File: src/design/ecc_pkg.sv
`default_nettype none

package ecc_pkg;

    localparam int FIELD_W = 32;

    typedef logic [FIELD_W-1:0] field_t;

    typedef struct packed {
        field_t x;
        field_t y;
    } point_t;

    // encodings shared with the field unit
    typedef enum logic [1:0] {
        FOP_ADD = 2'b00,
        FOP_SUB = 2'b01,
        FOP_MUL = 2'b10,
        FOP_DIV = 2'b11
    } fop_opcode_e;

    // doubling runs 0..11 and addition follows at 12..20
    typedef enum logic [4:0] {
        DBL_0, DBL_1, DBL_2, DBL_3, DBL_4, DBL_5,
        DBL_6, DBL_7, DBL_8, DBL_9, DBL_10, DBL_11,
        ADD_0, ADD_1, ADD_2, ADD_3, ADD_4, ADD_5,
        ADD_6, ADD_7, ADD_8
    } step_e;

    typedef enum logic [2:0] {
        SRC_PX, SRC_PY, SRC_QX, SRC_QY, SRC_A, SRC_T0, SRC_T1, SRC_X3
    } operand_sel_e;

    typedef enum logic [1:0] {
        DST_T0, DST_T1, DST_X3, DST_POINT   // point writes py and copies x3 into px
    } dest_sel_e;

    typedef struct packed {
        fop_opcode_e  opcode;
        operand_sel_e src_a;
        operand_sel_e src_b;
        dest_sel_e    dest;
        logic         last_dbl;
        logic         last_add;
    } micro_op_t;

    typedef struct packed {
        fop_opcode_e opcode;
        field_t      a;
        field_t      b;
    } fop_req_t;

    typedef enum logic [1:0] {
        SEQ_IDLE,
        SEQ_REQ,
        SEQ_GAP,
        SEQ_FINISH
    } seq_state_e;

endpackage

`default_nettype wire

File: src/design/ecc_operand_regs.sv
`default_nettype none

module ecc_operand_regs (
    input  wire                i_clk,
    input  wire                i_reset,
    input  wire                i_load,
    input  wire                i_write,
    input  ecc_pkg::point_t    i_point,
    input  ecc_pkg::point_t    i_base,
    input  ecc_pkg::field_t    i_curve_a,
    input  ecc_pkg::micro_op_t i_uop,
    input  ecc_pkg::field_t    i_fop_result,
    output ecc_pkg::fop_req_t  o_fop,
    output ecc_pkg::point_t    o_point
);

    ecc_pkg::field_t px, py;    // working point
    ecc_pkg::field_t qx, qy;    // base point
    ecc_pkg::field_t a;
    ecc_pkg::field_t t0, t1, x3;

    function automatic ecc_pkg::field_t pick(input ecc_pkg::operand_sel_e sel);
        case (sel)
            ecc_pkg::SRC_PX: return px;
            ecc_pkg::SRC_PY: return py;
            ecc_pkg::SRC_QX: return qx;
            ecc_pkg::SRC_QY: return qy;
            ecc_pkg::SRC_A:  return a;
            ecc_pkg::SRC_T0: return t0;
            ecc_pkg::SRC_T1: return t1;
            default:         return x3;
        endcase
    endfunction

    always_comb
    begin
        o_fop.opcode = i_uop.opcode;
        o_fop.a      = pick(i_uop.src_a);
        o_fop.b      = pick(i_uop.src_b);
    end

    always_ff @(posedge i_clk or posedge i_reset)
    begin
        if (i_reset)
        begin
            px <= '0;
            py <= '0;
            qx <= '0;
            qy <= '0;
            a  <= '0;
            t0 <= '0;
            t1 <= '0;
            x3 <= '0;
        end
        else if (i_load)
        begin
            px <= i_point.x;
            py <= i_point.y;
            qx <= i_base.x;
            qy <= i_base.y;
            a  <= i_curve_a;
        end
        else if (i_write)
        begin
            case (i_uop.dest)
                ecc_pkg::DST_T0: t0 <= i_fop_result;
                ecc_pkg::DST_T1: t1 <= i_fop_result;
                ecc_pkg::DST_X3: x3 <= i_fop_result;
                default:
                begin
                    px <= x3;               // new point becomes the working point
                    py <= i_fop_result;
                end
            endcase
        end
    end

    assign o_point = '{x: px, y: py};

endmodule

`default_nettype wire

File: src/design/ecc_point_sequencer.sv
`default_nettype none

module ecc_point_sequencer (
    input  wire                i_clk,
    input  wire                i_reset,
    input  wire                i_start,
    input  wire                i_key_bit,
    input  wire                i_fop_done,
    input  ecc_pkg::micro_op_t i_uop,
    output ecc_pkg::step_e     o_step,
    output logic               o_load,
    output logic               o_fop_req,
    output logic               o_write,
    output logic               o_finish,
    output logic               o_busy
);

    ecc_pkg::seq_state_e state;
    logic                key;       // key bit of the running command

    always_ff @(posedge i_clk or posedge i_reset)
    begin
        if (i_reset)
        begin
            state  <= ecc_pkg::SEQ_IDLE;
            o_step <= ecc_pkg::DBL_0;
            key    <= 1'b0;
        end
        else
        begin
            case (state)
                ecc_pkg::SEQ_IDLE:
                    if (i_start)
                    begin
                        state  <= ecc_pkg::SEQ_REQ;
                        o_step <= ecc_pkg::DBL_0;
                        key    <= i_key_bit;
                    end
                ecc_pkg::SEQ_REQ:
                    if (i_fop_done)
                    begin
                        if (i_uop.last_add || (i_uop.last_dbl && !key))
                            state <= ecc_pkg::SEQ_FINISH;
                        else
                        begin
                            state <= ecc_pkg::SEQ_GAP;
                            if (i_uop.last_dbl)
                                o_step <= ecc_pkg::ADD_0;   // key bit set so add Q next
                            else
                                o_step <= ecc_pkg::step_e'(o_step + 5'd1);
                        end
                    end
                ecc_pkg::SEQ_GAP:
                    state <= ecc_pkg::SEQ_REQ;   // request drops for one cycle
                default:
                    state <= ecc_pkg::SEQ_IDLE;
            endcase
        end
    end

    assign o_load    = (state == ecc_pkg::SEQ_IDLE) && i_start;
    assign o_fop_req = (state == ecc_pkg::SEQ_REQ);
    assign o_write   = o_fop_req && i_fop_done;
    assign o_finish  = (state == ecc_pkg::SEQ_FINISH);
    assign o_busy    = (state != ecc_pkg::SEQ_IDLE);

endmodule

`default_nettype wire

File: src/design/ecc_point_unit.sv
`default_nettype none

module ecc_point_unit (
    input  wire               i_clk,
    input  wire               i_reset,
    input  wire               i_start,
    input  wire               i_key_bit,
    input  ecc_pkg::point_t   i_point,
    input  ecc_pkg::point_t   i_base,
    input  ecc_pkg::field_t   i_curve_a,
    output logic              o_fop_req,
    output ecc_pkg::fop_req_t o_fop,
    input  wire               i_fop_done,
    input  ecc_pkg::field_t   i_fop_result,
    output logic              o_busy,
    output logic              o_done,
    output ecc_pkg::point_t   o_result
);

    ecc_pkg::step_e     step;
    ecc_pkg::micro_op_t uop;
    ecc_pkg::point_t    cur_point;
    logic               load;
    logic               write;
    logic               finish;

    ecc_step_decode u_decode (
        .i_step (step),
        .o_uop  (uop)
    );

    ecc_point_sequencer u_seq (
        .i_clk      (i_clk),
        .i_reset    (i_reset),
        .i_start    (i_start),
        .i_key_bit  (i_key_bit),
        .i_fop_done (i_fop_done),
        .i_uop      (uop),
        .o_step     (step),
        .o_load     (load),
        .o_fop_req  (o_fop_req),
        .o_write    (write),
        .o_finish   (finish),
        .o_busy     (o_busy)
    );

    ecc_operand_regs u_regs (
        .i_clk        (i_clk),
        .i_reset      (i_reset),
        .i_load       (load),
        .i_write      (write),
        .i_point      (i_point),
        .i_base       (i_base),
        .i_curve_a    (i_curve_a),
        .i_uop        (uop),
        .i_fop_result (i_fop_result),
        .o_fop        (o_fop),
        .o_point      (cur_point)
    );

    ecc_result_stage u_result (
        .i_clk    (i_clk),
        .i_reset  (i_reset),
        .i_finish (finish),
        .i_point  (cur_point),
        .o_done   (o_done),
        .o_result (o_result)
    );

endmodule

`default_nettype wire

File: src/design/ecc_result_stage.sv
`default_nettype none

module ecc_result_stage (
    input  wire             i_clk,
    input  wire             i_reset,
    input  wire             i_finish,
    input  ecc_pkg::point_t i_point,
    output logic            o_done,
    output ecc_pkg::point_t o_result
);

    always_ff @(posedge i_clk or posedge i_reset)
    begin
        if (i_reset)
        begin
            o_done   <= 1'b0;
            o_result <= '0;
        end
        else
        begin
            o_done <= i_finish;
            if (i_finish)
                o_result <= i_point;    // held until the next command ends
        end
    end

endmodule

`default_nettype wire

File: src/design/ecc_step_decode.sv
`default_nettype none

module ecc_step_decode (
    input  ecc_pkg::step_e     i_step,
    output ecc_pkg::micro_op_t o_uop
);

    function automatic ecc_pkg::micro_op_t mk(
        input ecc_pkg::fop_opcode_e  op,
        input ecc_pkg::operand_sel_e a,
        input ecc_pkg::operand_sel_e b,
        input ecc_pkg::dest_sel_e    d
    );
        return '{opcode: op, src_a: a, src_b: b, dest: d, last_dbl: 1'b0, last_add: 1'b0};
    endfunction

    always_comb
    begin
        case (i_step)
            // doubling slope is (3x^2 + a) / 2y
            ecc_pkg::DBL_0:
                o_uop = mk(ecc_pkg::FOP_MUL, ecc_pkg::SRC_PX, ecc_pkg::SRC_PX, ecc_pkg::DST_T0);
            ecc_pkg::DBL_1:
                o_uop = mk(ecc_pkg::FOP_ADD, ecc_pkg::SRC_T0, ecc_pkg::SRC_T0, ecc_pkg::DST_T1);
            ecc_pkg::DBL_2:
                o_uop = mk(ecc_pkg::FOP_ADD, ecc_pkg::SRC_T0, ecc_pkg::SRC_T1, ecc_pkg::DST_T0);
            ecc_pkg::DBL_3:
                o_uop = mk(ecc_pkg::FOP_ADD, ecc_pkg::SRC_T0, ecc_pkg::SRC_A, ecc_pkg::DST_T0);
            ecc_pkg::DBL_4:
                o_uop = mk(ecc_pkg::FOP_ADD, ecc_pkg::SRC_PY, ecc_pkg::SRC_PY, ecc_pkg::DST_T1);
            ecc_pkg::DBL_5:
                o_uop = mk(ecc_pkg::FOP_DIV, ecc_pkg::SRC_T0, ecc_pkg::SRC_T1, ecc_pkg::DST_T0);
            ecc_pkg::DBL_6:
                o_uop = mk(ecc_pkg::FOP_MUL, ecc_pkg::SRC_T0, ecc_pkg::SRC_T0, ecc_pkg::DST_T1);
            ecc_pkg::DBL_7:
                o_uop = mk(ecc_pkg::FOP_SUB, ecc_pkg::SRC_T1, ecc_pkg::SRC_PX, ecc_pkg::DST_T1);
            ecc_pkg::DBL_8:
                o_uop = mk(ecc_pkg::FOP_SUB, ecc_pkg::SRC_T1, ecc_pkg::SRC_PX, ecc_pkg::DST_X3);
            ecc_pkg::DBL_9:
                o_uop = mk(ecc_pkg::FOP_SUB, ecc_pkg::SRC_PX, ecc_pkg::SRC_X3, ecc_pkg::DST_T1);
            ecc_pkg::DBL_10:
                o_uop = mk(ecc_pkg::FOP_MUL, ecc_pkg::SRC_T0, ecc_pkg::SRC_T1, ecc_pkg::DST_T1);
            ecc_pkg::DBL_11:
                o_uop = mk(ecc_pkg::FOP_SUB, ecc_pkg::SRC_T1, ecc_pkg::SRC_PY, ecc_pkg::DST_POINT);
            // addition slope is (qy - py) / (qx - px)
            ecc_pkg::ADD_0:
                o_uop = mk(ecc_pkg::FOP_SUB, ecc_pkg::SRC_QX, ecc_pkg::SRC_PX, ecc_pkg::DST_T0);
            ecc_pkg::ADD_1:
                o_uop = mk(ecc_pkg::FOP_SUB, ecc_pkg::SRC_QY, ecc_pkg::SRC_PY, ecc_pkg::DST_T1);
            ecc_pkg::ADD_2:
                o_uop = mk(ecc_pkg::FOP_DIV, ecc_pkg::SRC_T1, ecc_pkg::SRC_T0, ecc_pkg::DST_T0);
            ecc_pkg::ADD_3:
                o_uop = mk(ecc_pkg::FOP_MUL, ecc_pkg::SRC_T0, ecc_pkg::SRC_T0, ecc_pkg::DST_T1);
            ecc_pkg::ADD_4:
                o_uop = mk(ecc_pkg::FOP_SUB, ecc_pkg::SRC_T1, ecc_pkg::SRC_PX, ecc_pkg::DST_T1);
            ecc_pkg::ADD_5:
                o_uop = mk(ecc_pkg::FOP_SUB, ecc_pkg::SRC_T1, ecc_pkg::SRC_QX, ecc_pkg::DST_X3);
            ecc_pkg::ADD_6:
                o_uop = mk(ecc_pkg::FOP_SUB, ecc_pkg::SRC_PX, ecc_pkg::SRC_X3, ecc_pkg::DST_T1);
            ecc_pkg::ADD_7:
                o_uop = mk(ecc_pkg::FOP_MUL, ecc_pkg::SRC_T0, ecc_pkg::SRC_T1, ecc_pkg::DST_T1);
            ecc_pkg::ADD_8:
                o_uop = mk(ecc_pkg::FOP_SUB, ecc_pkg::SRC_T1, ecc_pkg::SRC_PY, ecc_pkg::DST_POINT);
            default:
                o_uop = mk(ecc_pkg::FOP_ADD, ecc_pkg::SRC_T0, ecc_pkg::SRC_T0, ecc_pkg::DST_T0);
        endcase
        o_uop.last_dbl = (i_step == ecc_pkg::DBL_11);
        o_uop.last_add = (i_step == ecc_pkg::ADD_8);
    end

endmodule

`default_nettype wire

File: config.mk
export PLATFORM = sky130hd
export DESIGN_NAME = ecc_point_unit
export DESIGN_NICKNAME = d
export VERILOG_FILES = /design/src/design/ecc_pkg.sv /design/src/design/ecc_operand_regs.sv /design/src/design/ecc_point_sequencer.sv /design/src/design/ecc_point_unit.sv /design/src/design/ecc_result_stage.sv /design/src/design/ecc_step_decode.sv
export SDC_FILE = /design/constraint.sdc
export NUM_CORES = 1
export LEC_CHECK = 0
export ABC_AREA = 1
export BUFFER_PORTS_ARGS = -buffer_cell sky130_fd_sc_hd__buf_2
export CAP_MARGIN = 25
export CORE_MARGIN = 5
export CORE_UTILIZATION = 51
export CTS_CLUSTER_SIZE = 25
export DETAILED_ROUTE_END_ITERATION = 7
export GPL_TIMING_DRIVEN = 0
export PLACE_DENSITY = 0.76
export SYNTH_ARGS = -nofsm -noshare
export SYNTH_HDL_FRONTEND = slang
export SYNTH_SLANG_ARGS = --single-unit
File: constraint.sdc
create_clock -name i_clk -period 9.7 [get_ports i_clk]
set_clock_uncertainty 0.15 [all_clocks]
set_input_delay 0.485 -clock i_clk [delete_from_list [all_inputs] [get_ports i_clk]]
set_output_delay 0.485 -clock i_clk [all_outputs]
set_load 0.05 [all_outputs]
==> metrics.csv, run 1 <==
stage,metric,value,unit
cts,clock slew seen by the registers of the worst setup and hold paths,0.06,ns
global_routing,via count of the first global-routing pass,20422,
detailed_routing,DRC errors left,0,
global_routing,leftover overflow at the end of global routing,0,
global_routing,GRT Overall Usage,0.4209,
critical_path,CP cell instances,inv_1 > ha_1 > nor2_1 > nand2_1 > nand2_1 > o21ai_2 > inv_2 > buf_2 > buf_1 > nand4_1 > nand2_1 > nor2_1 > nand3_1 > buf_2,
sta,final hold viol count,0,
detailed_routing,final wirelength,85.32,mm
critical_path,CP max FO,10,
run,max-capacitance violation count,0,
critical_path,"Arr. time, crit path",4.69,ns
sta,RSZ-0062 raised after global routing,false,
cells_and_area,number of cells in the finished layout apart from fillers,3499,
detailed_routing,starting DRC count in detailed routing,3847,
cells_and_area,number of nets in the finished design,3215,
sta,Final Critical Period,5.324,ns
cells_and_area,synthesis-to-finish area growth,25.02,%
detailed_routing,DRT Pass-1 Iters,8,
global_routing,wire length of the first global-routing pass,125.9,mm
detailed_routing,Routed Antenna Nets,0,
placed_design,cell total after placement,3349,
critical_path,count of buffering cells on the critical path with inverters included,5,
sta,final worst-path cycle share,0.5489,
synthesis,synthesized netlist cell count,2548,
cts,clock buffers created by TritonCTS,38,
status,outcome,completed,
floorplanning,Total Die Area,0.03957,mm^2
synthesis,Post-Syn Area,0.01820,mm^2
cts,Root Buffer,sky130_fd_sc_hd__clkbuf_16,
critical_path,depth of the worst register-to-register path,10,
cts,H-tree levels,2,
cells_and_area,share of cells above drive strength 1,0.1636,
detailed_routing,detailed-route wire length per cell,24.38,um
cts,clock tree from TritonCTS,built,
synthesis,async set-or-reset flop fraction in the synthesized netlist,1.000,
hold_path,type of the tightest min-delay check,input pin to flip-flop,
detailed_routing,vias per inst,6.205,
synthesis,proportion of synthesized chip area in sequential cells,0.4523,
critical_path,cell family contributing the most delay on the critical path,buffers and inverters,
critical_path,worst stage delay on the critical path,0.75,ns
critical_path,worst setup path endpoint,o_fop[61],
synthesis,number of synthesized flops with an enable pin,0,
sta,number of slew-limit violations in the final report,0,
cts,deepest clock path buffer count,3,
floorplanning,y dimension of the die,198.9,um
floorplanning,starting utilization of the core area,0.5142,
sta,measured slew at the worst slew-check pin,1.089,ns
critical_path,Setup crit start,u_seq.o_step[1]$_DFFE_PP0P_,
cts,post_cts resized,0,
critical_path,Critical Path Stages,14,
critical_path,type of element capturing the critical path,output port,
critical_path,kind of start point of the critical path,flip-flop,
floorplanning,Die X-Extent,198.9,um
critical_path,Crit Path Class,flip-flop to output port,
critical_path,slowest stage cell on the critical path,sky130_fd_sc_hd__o21ai_2,
cells_and_area,fraction of the core area covered by cells at the end of the flow,0.6429,
sta,timing-limited maximum frequency,0.1878,GHz
critical_path,start of the worst register-to-register path,u_seq.o_step[0]$_DFFE_PP0P_,
cts,insertion delay to the later sink of the worst-skew pair,0.57,ns
floorplanning,Floorplan Core Area,0.03540,mm^2
synthesis,Synthesis Warnings,0,
synthesis,number of unique standard cell types used by synthesis,32,
placed_design,# port buffers,329,
global_routing,pin count of the biggest net entering global routing,45,
cts,total setup buffers inserted after CTS,0,
synthesis,count of state elements after synthesis,329,
placed_design,Final GP Congestion,1.092,
cts,hold buffers post-CTS,82,
critical_path,worst r2r dst,u_regs.py[14]$_DFFE_PP0P_,
detailed_routing,DR vias,21710,
global_routing,antenna violations before repair,1,
synthesis,prevailing post-synth register cell,sky130_fd_sc_hd__dfrtp_1,
sta,Setup-failing EPs final,0,
critical_path,crit-path most repeated cell,sky130_fd_sc_hd__nand2_1,
critical_path,setup slack of the most critical reg-to-reg path,6.27,ns
critical_path,Crit path required time,9.07,ns
floorplanning,count of standard-cell rows,69,
sta,setup TNS,0,ns
floorplanning,number of top-level design ports,330,
placed_design,placed wire-length estimate,64.35,mm
sta,worst slew margin relative to its limit,0.2724,
cts,total clock sinks,329,
synthesis,synthesized area per cell,7.144,um^2
synthesis,post-synth net total,2753,
==> final cells by class <==
| type | count | area, um^2 |
|---|---|---|
| Clock inverter | 17 | 230.2 |
| Buffer | 211 | 914.6 |
| Sequential cell | 329 | 8233 |
| Multi-Input combinational cell | 1911 | 8691 |
| Antenna cell | 1 | 2.502 |
| Inverter | 97 | 367.9 |
| Tap cell | 461 | 576.8 |
| Fill cell | 3092 | 12640 |
| Clock buffer | 50 | 1067 |
| Timing Repair Buffer | 422 | 2674 |
==> worst min-delay path by stage <==
stage	start	endpoint	slack, ns	cells past startpoint
after floorplan	u_seq.key$_DFFE_PP0P_	u_seq.key$_DFFE_PP0P_	0.29	2
after global routing	i_base[61]	u_regs.qx[29]$_DFFE_PP0P_	0.02	3
after CTS	i_base[43]	u_regs.qx[11]$_DFFE_PP0P_	0.0002	3
after detailed placement	i_reset	u_regs.qx[1]$_DFFE_PP0P_	0.31	2
after global placement	u_result.o_result[11]$_DFFE_PP0P_	u_result.o_result[11]$_DFFE_PP0P_	0.31	2
final	i_curve_a[15]	u_regs.a[15]$_DFFE_PP0P_	0.004	3
==> logic make-up (layout without fill, tap and decap cells) <==
logic type               count (synthesis)  in the layout  synth area share
buffers and inverters                  308            797           0.07025
other                                    0              1                 0
AO/OA/AOI/OAI                          185            185           0.05327
AND/OR/NAND/NOR                       1717           1717            0.4182
flip-flops                             329            329            0.4523
adder cells (fa/ha/maj)                  8              8          0.005499
XOR/XNOR                                 1              1         0.0004813
==> placed cells by master, fill, tap and decap left out, drive strengths merged <==
cell / synthesis / routed
xor2: 1 / 1
a22oi: 1 / 1
ha: 8 / 8
nand4: 385 / 385
o211ai: 1 / 1
nor2: 388 / 388
bufinv: 0 / 5
diode: 0 / 1
clkinvlp: 0 / 6
nor3: 47 / 47
o32ai: 1 / 1
nand3: 85 / 85
a21boi: 1 / 1
a21oi: 27 / 27
dfrtp: 329 / 329
a32o: 1 / 1
o21bai: 1 / 1
buf: 102 / 442
nand2: 812 / 812
inv: 97 / 98
dlygate4sd3: 0 / 82
o22ai: 12 / 12
clkinv: 0 / 5
a221oi: 1 / 1
o21ai: 138 / 138
clkbuf: 109 / 159
o21a: 1 / 1
==> synth_stat cells, drive strengths merged (8+ instances only) <==
| cell | instances | area share |
|---|---|---|
| nor3 | 47 | 0.014 |
| o21ai | 138 | 0.038 |
| nand4 | 385 | 0.13 |
| nand2 | 812 | 0.17 |
| nand3 | 85 | 0.023 |
| ha | 8 | 0.0055 |
| dfrtp | 329 | 0.45 |
| clkbuf | 109 | 0.022 |
| a21oi | 27 | 0.0074 |
| buf | 102 | 0.028 |
| inv | 97 | 0.020 |
| o22ai | 12 | 0.0041 |
| nor2 | 388 | 0.081 |
==> flip-flops by register name, indices dropped and copies added (netlist names) <==
register	flops
u_regs.t0	32
u_regs.t1	32
u_seq.key	1
u_regs.qy	32
u_regs.py	32
u_regs.px	32
u_regs.qx	32
u_result.o_done	1
u_result.o_result	64
u_regs.a	32
u_seq.state	2
u_regs.x3	32
u_seq.o_step	5
==> worst register-to-register path: stages (launching register included) <==
cell and delay [ns]:
sky130_fd_sc_hd__dfrtp_1 0.51, sky130_fd_sc_hd__inv_1 0.21, sky130_fd_sc_hd__ha_1 0.43, sky130_fd_sc_hd__nor2_1 0.13, sky130_fd_sc_hd__nand2_1 0.08, sky130_fd_sc_hd__o21ai_1 0.30, sky130_fd_sc_hd__nand3_1 0.33, sky130_fd_sc_hd__nand2_1 0.47
sky130_fd_sc_hd__buf_2 0.36, sky130_fd_sc_hd__nor2_1 0.12, sky130_fd_sc_hd__nor3_1 0.22
==> per-layer routing <==
metal	vias to the layer above	track usage	share of wire
met4	0	0.1834	0.050
met5	-	0	0
met3	268	0.09383	0.14
met1	10170	0.5829	0.38
li1	9465	-	-
met2	1807	0.6397	0.43
==> metrics by stage <==
stage / hold WS (ns) / cell area, um^2 / worst slack, ns
after global routing: 0.02144 / 22750 / 4.440
after global placement: 0.3064 / 20430 / 2.783
after floorplan: 0.2920 / 18210 / 4.672
after detailed placement: 0.3109 / 20640 / 5.283
final: 0.004028 / 22760 / 4.376
after CTS: 0.0002122 / 22750 / 4.681
Power of run 1 is left out: the tool's default activity adds up to more than one toggle a clock period on the data nets, which glitch-free logic cannot reach.
==> run 2: changes to the inputs <==
- ABC_AREA: 1 -> 0
- clock period: 9.7 -> 4.5 ns (I/O delays scaled with it)
==> run 2 against run 1 <==
  * The flow now finishes with violations (design-rule violations)
  * First-iteration DRC count decreased by 27%
  * Critical path depth decreased by 4
  * Non-clock buffer count increased by 95
  * Global-route usage increased by 0.18 points
  * Flip-flop and latch count unchanged
  * Routed wire length decreased by 1.4%
  * Synthesized cell count decreased by 25%
  * Sequential share of layout area decreased by 1.3 points
  * Synthesized area decreased by 3.3%
  * Cell area increased by 3.8%
  * Register-to-register slack got worse by 5.7 ns
==> metrics.csv, run 2 <==
stage,metric,value,unit,change
detailed_routing,starting DRC count in detailed routing,2827,,-27%
synthesis,synthesized netlist cell count,1911,,-25%
critical_path,type of element capturing the critical path,output port,,
synthesis,Post-Syn Area,0.01760,mm^2,-3.3%
floorplanning,starting utilization of the core area,0.5132,,-0.0009991
cells_and_area,Post-Layout Inst Area,0.02362,mm^2,+3.8%
cts,total clock sinks,329,,unchanged
synthesis,synthesized area per cell,9.209,um^2,+29%
critical_path,slowest stage cell on the critical path,sky130_fd_sc_hd__dfrtp_1,,
synthesis,most frequent cell after synthesis,sky130_fd_sc_hd__nand2_1,,
critical_path,Crit path required time,4.12,ns,-4.95 ns
cts,Root Buffer,sky130_fd_sc_hd__clkbuf_16,,
global_routing,GRT Overall Usage,0.4227,,+0.001814
critical_path,worst stage delay on the critical path,0.44,ns,-0.31 ns
critical_path,Crit Path Class,flip-flop to output port,,
synthesis,most area-hungry cell type in the Yosys netlist,sky130_fd_sc_hd__dfrtp_1,,
sta,measured slew at the worst slew-check pin,1.167,ns,+0.07838 ns
cells_and_area,"most common cell after layout, fill and taps aside",sky130_fd_sc_hd__nand2_1,,
cells_and_area,register with the most flip-flops,u_result.o_result,,
detailed_routing,DRT Pass-1 Iters,8,,unchanged
hold_path,type of the tightest min-delay check,input pin to async pin,,
detailed_routing,DR vias,19689,,-9.3%
critical_path,CP cell instances,buf_2 > inv_1 > ha_1 > and4b_1 > nor3_4 > clkbuf_4 > buf_2 > mux2_2 > o22ai_1 > clkbuf_4,,
synthesis,prevailing post-synth register cell,sky130_fd_sc_hd__dfrtp_1,,
cts,insertion delay to the later sink of the worst-skew pair,0.55,ns,-0.02 ns
synthesis,post-synth net total,2116,,-23%
global_routing,highest-utilization routing layer at the global route stage,met2,,
critical_path,CP max FO,10,,unchanged
status,outcome,finished with violations,,
synthesis,proportion of synthesized chip area in sequential cells,0.4678,,+0.01553
sta,final worst-path cycle share,0.9940,,
placed_design,placed wire-length estimate,54.90,mm,-15%
synthesis,fraction of synthesized cell area taken by the top area cell type,0.4678,,+0.01553
sta,number of slew-limit violations in the final report,0,,unchanged
synthesis,number of synthesized flops with an enable pin,0,,unchanged
floorplanning,y dimension of the die,195.8,um,-1.6%
detailed_routing,Routed Antenna Nets,0,,unchanged
floorplanning,Floorplan Core Area,0.03429,mm^2,-3.1%
status,violations in the final reports,design-rule violations,,
global_routing,grt met2 use,0.6477,,+0.007995
cts,clock slew seen by the registers of the worst setup and hold paths,0.05,ns,about the same
sta,timing-limited maximum frequency,0.2236,GHz,
detailed_routing,vias per inst,6.559,,+5.7%
global_routing,antenna violations before repair,2,,+1
critical_path,"Arr. time, crit path",4.10,ns,-0.59 ns
cells_and_area,share of cells above drive strength 1,0.2768,,+0.1132
synthesis,main area contributors after synthesis,"sky130_fd_sc_hd__dfrtp_1 (47%), sky130_fd_sc_hd__mux2_2 (11%), sky130_fd_sc_hd__nand2_1 (9.4%), sky130_fd_sc_hd__o22ai_1 (3.5%), sky130_fd_sc_hd__nor2_1 (3.3%)",,
run,max-capacitance violation count,0,,unchanged
sta,Setup-failing EPs final,0,,unchanged
detailed_routing,final wirelength,84.10,mm,-1.4%
cts,clock tree from TritonCTS,built,,
critical_path,count of buffering cells on the critical path with inverters included,5,,unchanged
global_routing,routing usage on met3,0.1427,,+0.04888
cts,H-tree levels,2,,unchanged
synthesis,Synthesis Warnings,0,,unchanged
cells_and_area,"top library cells by usage in the layout, fill and taps aside","sky130_fd_sc_hd__nand2_1 (440), sky130_fd_sc_hd__buf_2 (379), sky130_fd_sc_hd__dfrtp_1 (328)",,
placed_design,Final GP Congestion,1.008,,-7.6%
cts,deepest clock path buffer count,3,,unchanged
synthesis,leading post-synthesis cells by instance count,"sky130_fd_sc_hd__nand2_1 (441), sky130_fd_sc_hd__dfrtp_1 (329), sky130_fd_sc_hd__mux2_2 (177)",,
critical_path,start of the worst register-to-register path,u_seq.o_step[1]$_DFFE_PP0P_,,
detailed_routing,detailed-route wire length per cell,28.02,um,+15%
placed_design,# port buffers,329,,unchanged
global_routing,leftover overflow at the end of global routing,0,,unchanged
cts,clock buffers created by TritonCTS,37,,-2.6%
critical_path,Setup crit start,u_seq.o_step[1]$_DFFE_PP0P_,,
critical_path,cell family contributing the most delay on the critical path,buffers and inverters,,
synthesis,count of state elements after synthesis,329,,unchanged
cells_and_area,synthesis-to-finish area growth,34.22,%,
synthesis,number of unique standard cell types used by synthesis,67,,+110%
floorplanning,Die X-Extent,195.8,um,-1.6%
cells_and_area,number of nets in the finished design,2721,,-15%
floorplanning,count of standard-cell rows,68,,-1.4%
global_routing,grt met1 use,0.5165,,-0.06646
detailed_routing,DRC errors left,26,,+26
sta,Final Critical Period,4.473,ns,
global_routing,pin count of the biggest net entering global routing,45,,unchanged
global_routing,wire length of the first global-routing pass,123.4,mm,-2.0%
floorplanning,Total Die Area,0.03832,mm^2,-3.2%
floorplanning,number of top-level design ports,330,,unchanged
sta,final hold viol count,0,,unchanged
critical_path,kind of start point of the critical path,flip-flop,,
sta,RSZ-0062 raised after global routing,false,,
synthesis,async set-or-reset flop fraction in the synthesized netlist,1.000,,unchanged
placed_design,placed instance area,0.01998,mm^2,-3.2%
global_routing,via count of the first global-routing pass,19999,,-2.1%
critical_path,setup slack of the most critical reg-to-reg path,0.55,ns,-5.72 ns
sta,worst slew margin relative to its limit,0.2217,,-0.05071
cells_and_area,max reg flops,64,,unchanged
-- run 2: worst paths after layout --
path	end	cells past startpoint
worst max-delay path	o_fop[36]	10
worst min register to register	u_result.o_result[1]$_DFFE_PP0P_	1
worst max register to register	u_regs.x3[20]$_DFFE_PP0P_	9
max in group asynchronous	u_regs.px[12]$_DFFE_PP0P_	8
min in group i_clk	u_regs.qy[1]$_DFFE_PP0P_	4
worst min-delay path	u_seq.state[1]$_DFFE_PP0P_	3
-- run 2: logic make-up after synthesis --
logic type	count (synthesis)	synth area share
flops	329	0.4678
buf+inv	173	0.04941
fa+ha+maj	8	0.005688
simple gates	827	0.2055
compound gates	353	0.1317
xor+xnor	1	0.0004978
mux	220	0.1394
-- run 2: worst register-to-register path: stages, from the launching register on --
cell                      delay (ns)
sky130_fd_sc_hd__dfrtp_1        0.44
sky130_fd_sc_hd__buf_2          0.25
sky130_fd_sc_hd__inv_1          0.12
sky130_fd_sc_hd__ha_1           0.34
sky130_fd_sc_hd__or3b_2         0.52
sky130_fd_sc_hd__a21oi_1        0.20
sky130_fd_sc_hd__o21ai_1        0.12
sky130_fd_sc_hd__nor2_1         0.76
sky130_fd_sc_hd__buf_2          0.54
sky130_fd_sc_hd__mux2_2         0.42
-- run 2: metrics by stage --
stage | hold WS, ns | std cells | setup WS (ns) | TNS, ns | util
floorplan | 0.1804 | 1911 | -0.2677 | -88.07 | -
global placement | 0.2668 | 2695 | -2.148 | -693.96 | 0.5780
detailed placement | 0.1411 | 2703 | 0.3377 | 0 | 0.5827
CTS | 0.1345 | 2991 | -0.02026 | -0.02026 | 0.6849
global route | 0.1914 | 2999 | 0.0009268 | 0 | 0.6887
finish | 0.1384 | 3002 | 0.02699 | 0 | 0.6889
-- run 2: area by class of cell --
| cell class | count | area, um^2 |
|---|---|---|
| Clock buffer | 50 | 1086 |
| Multi-Input combinational cell | 1409 | 8513 |
| Sequential cell | 329 | 8234 |
| Timing Repair Buffer | 566 | 4111 |
| Tap cell | 455 | 569.3 |
| Buffer | 162 | 877.1 |
| Clock inverter | 16 | 173.9 |
| Fill cell | 2530 | 10670 |
| Inverter | 11 | 45.04 |
| Antenna cell | 4 | 10.01 |
-- run 2: repair_timing --
action / in CTS / in global routing
endpoints found under the hold margin: 354 / 0
pin swaps: 0 / 1
hold buffers: 222 / 0
setup endpoints to repair: 28 / 51
resized for setup: 9 / 30
setup buffers: 0 / 7
-- run 2: layer usage --
metal	vias to the layer above	wire length, um
li1	7989	-
met1	9307	29700
met2	1826	36730
met3	567	11130
met4	0	6543
met5	-	0
Power of run 2 is left out for the same reason.
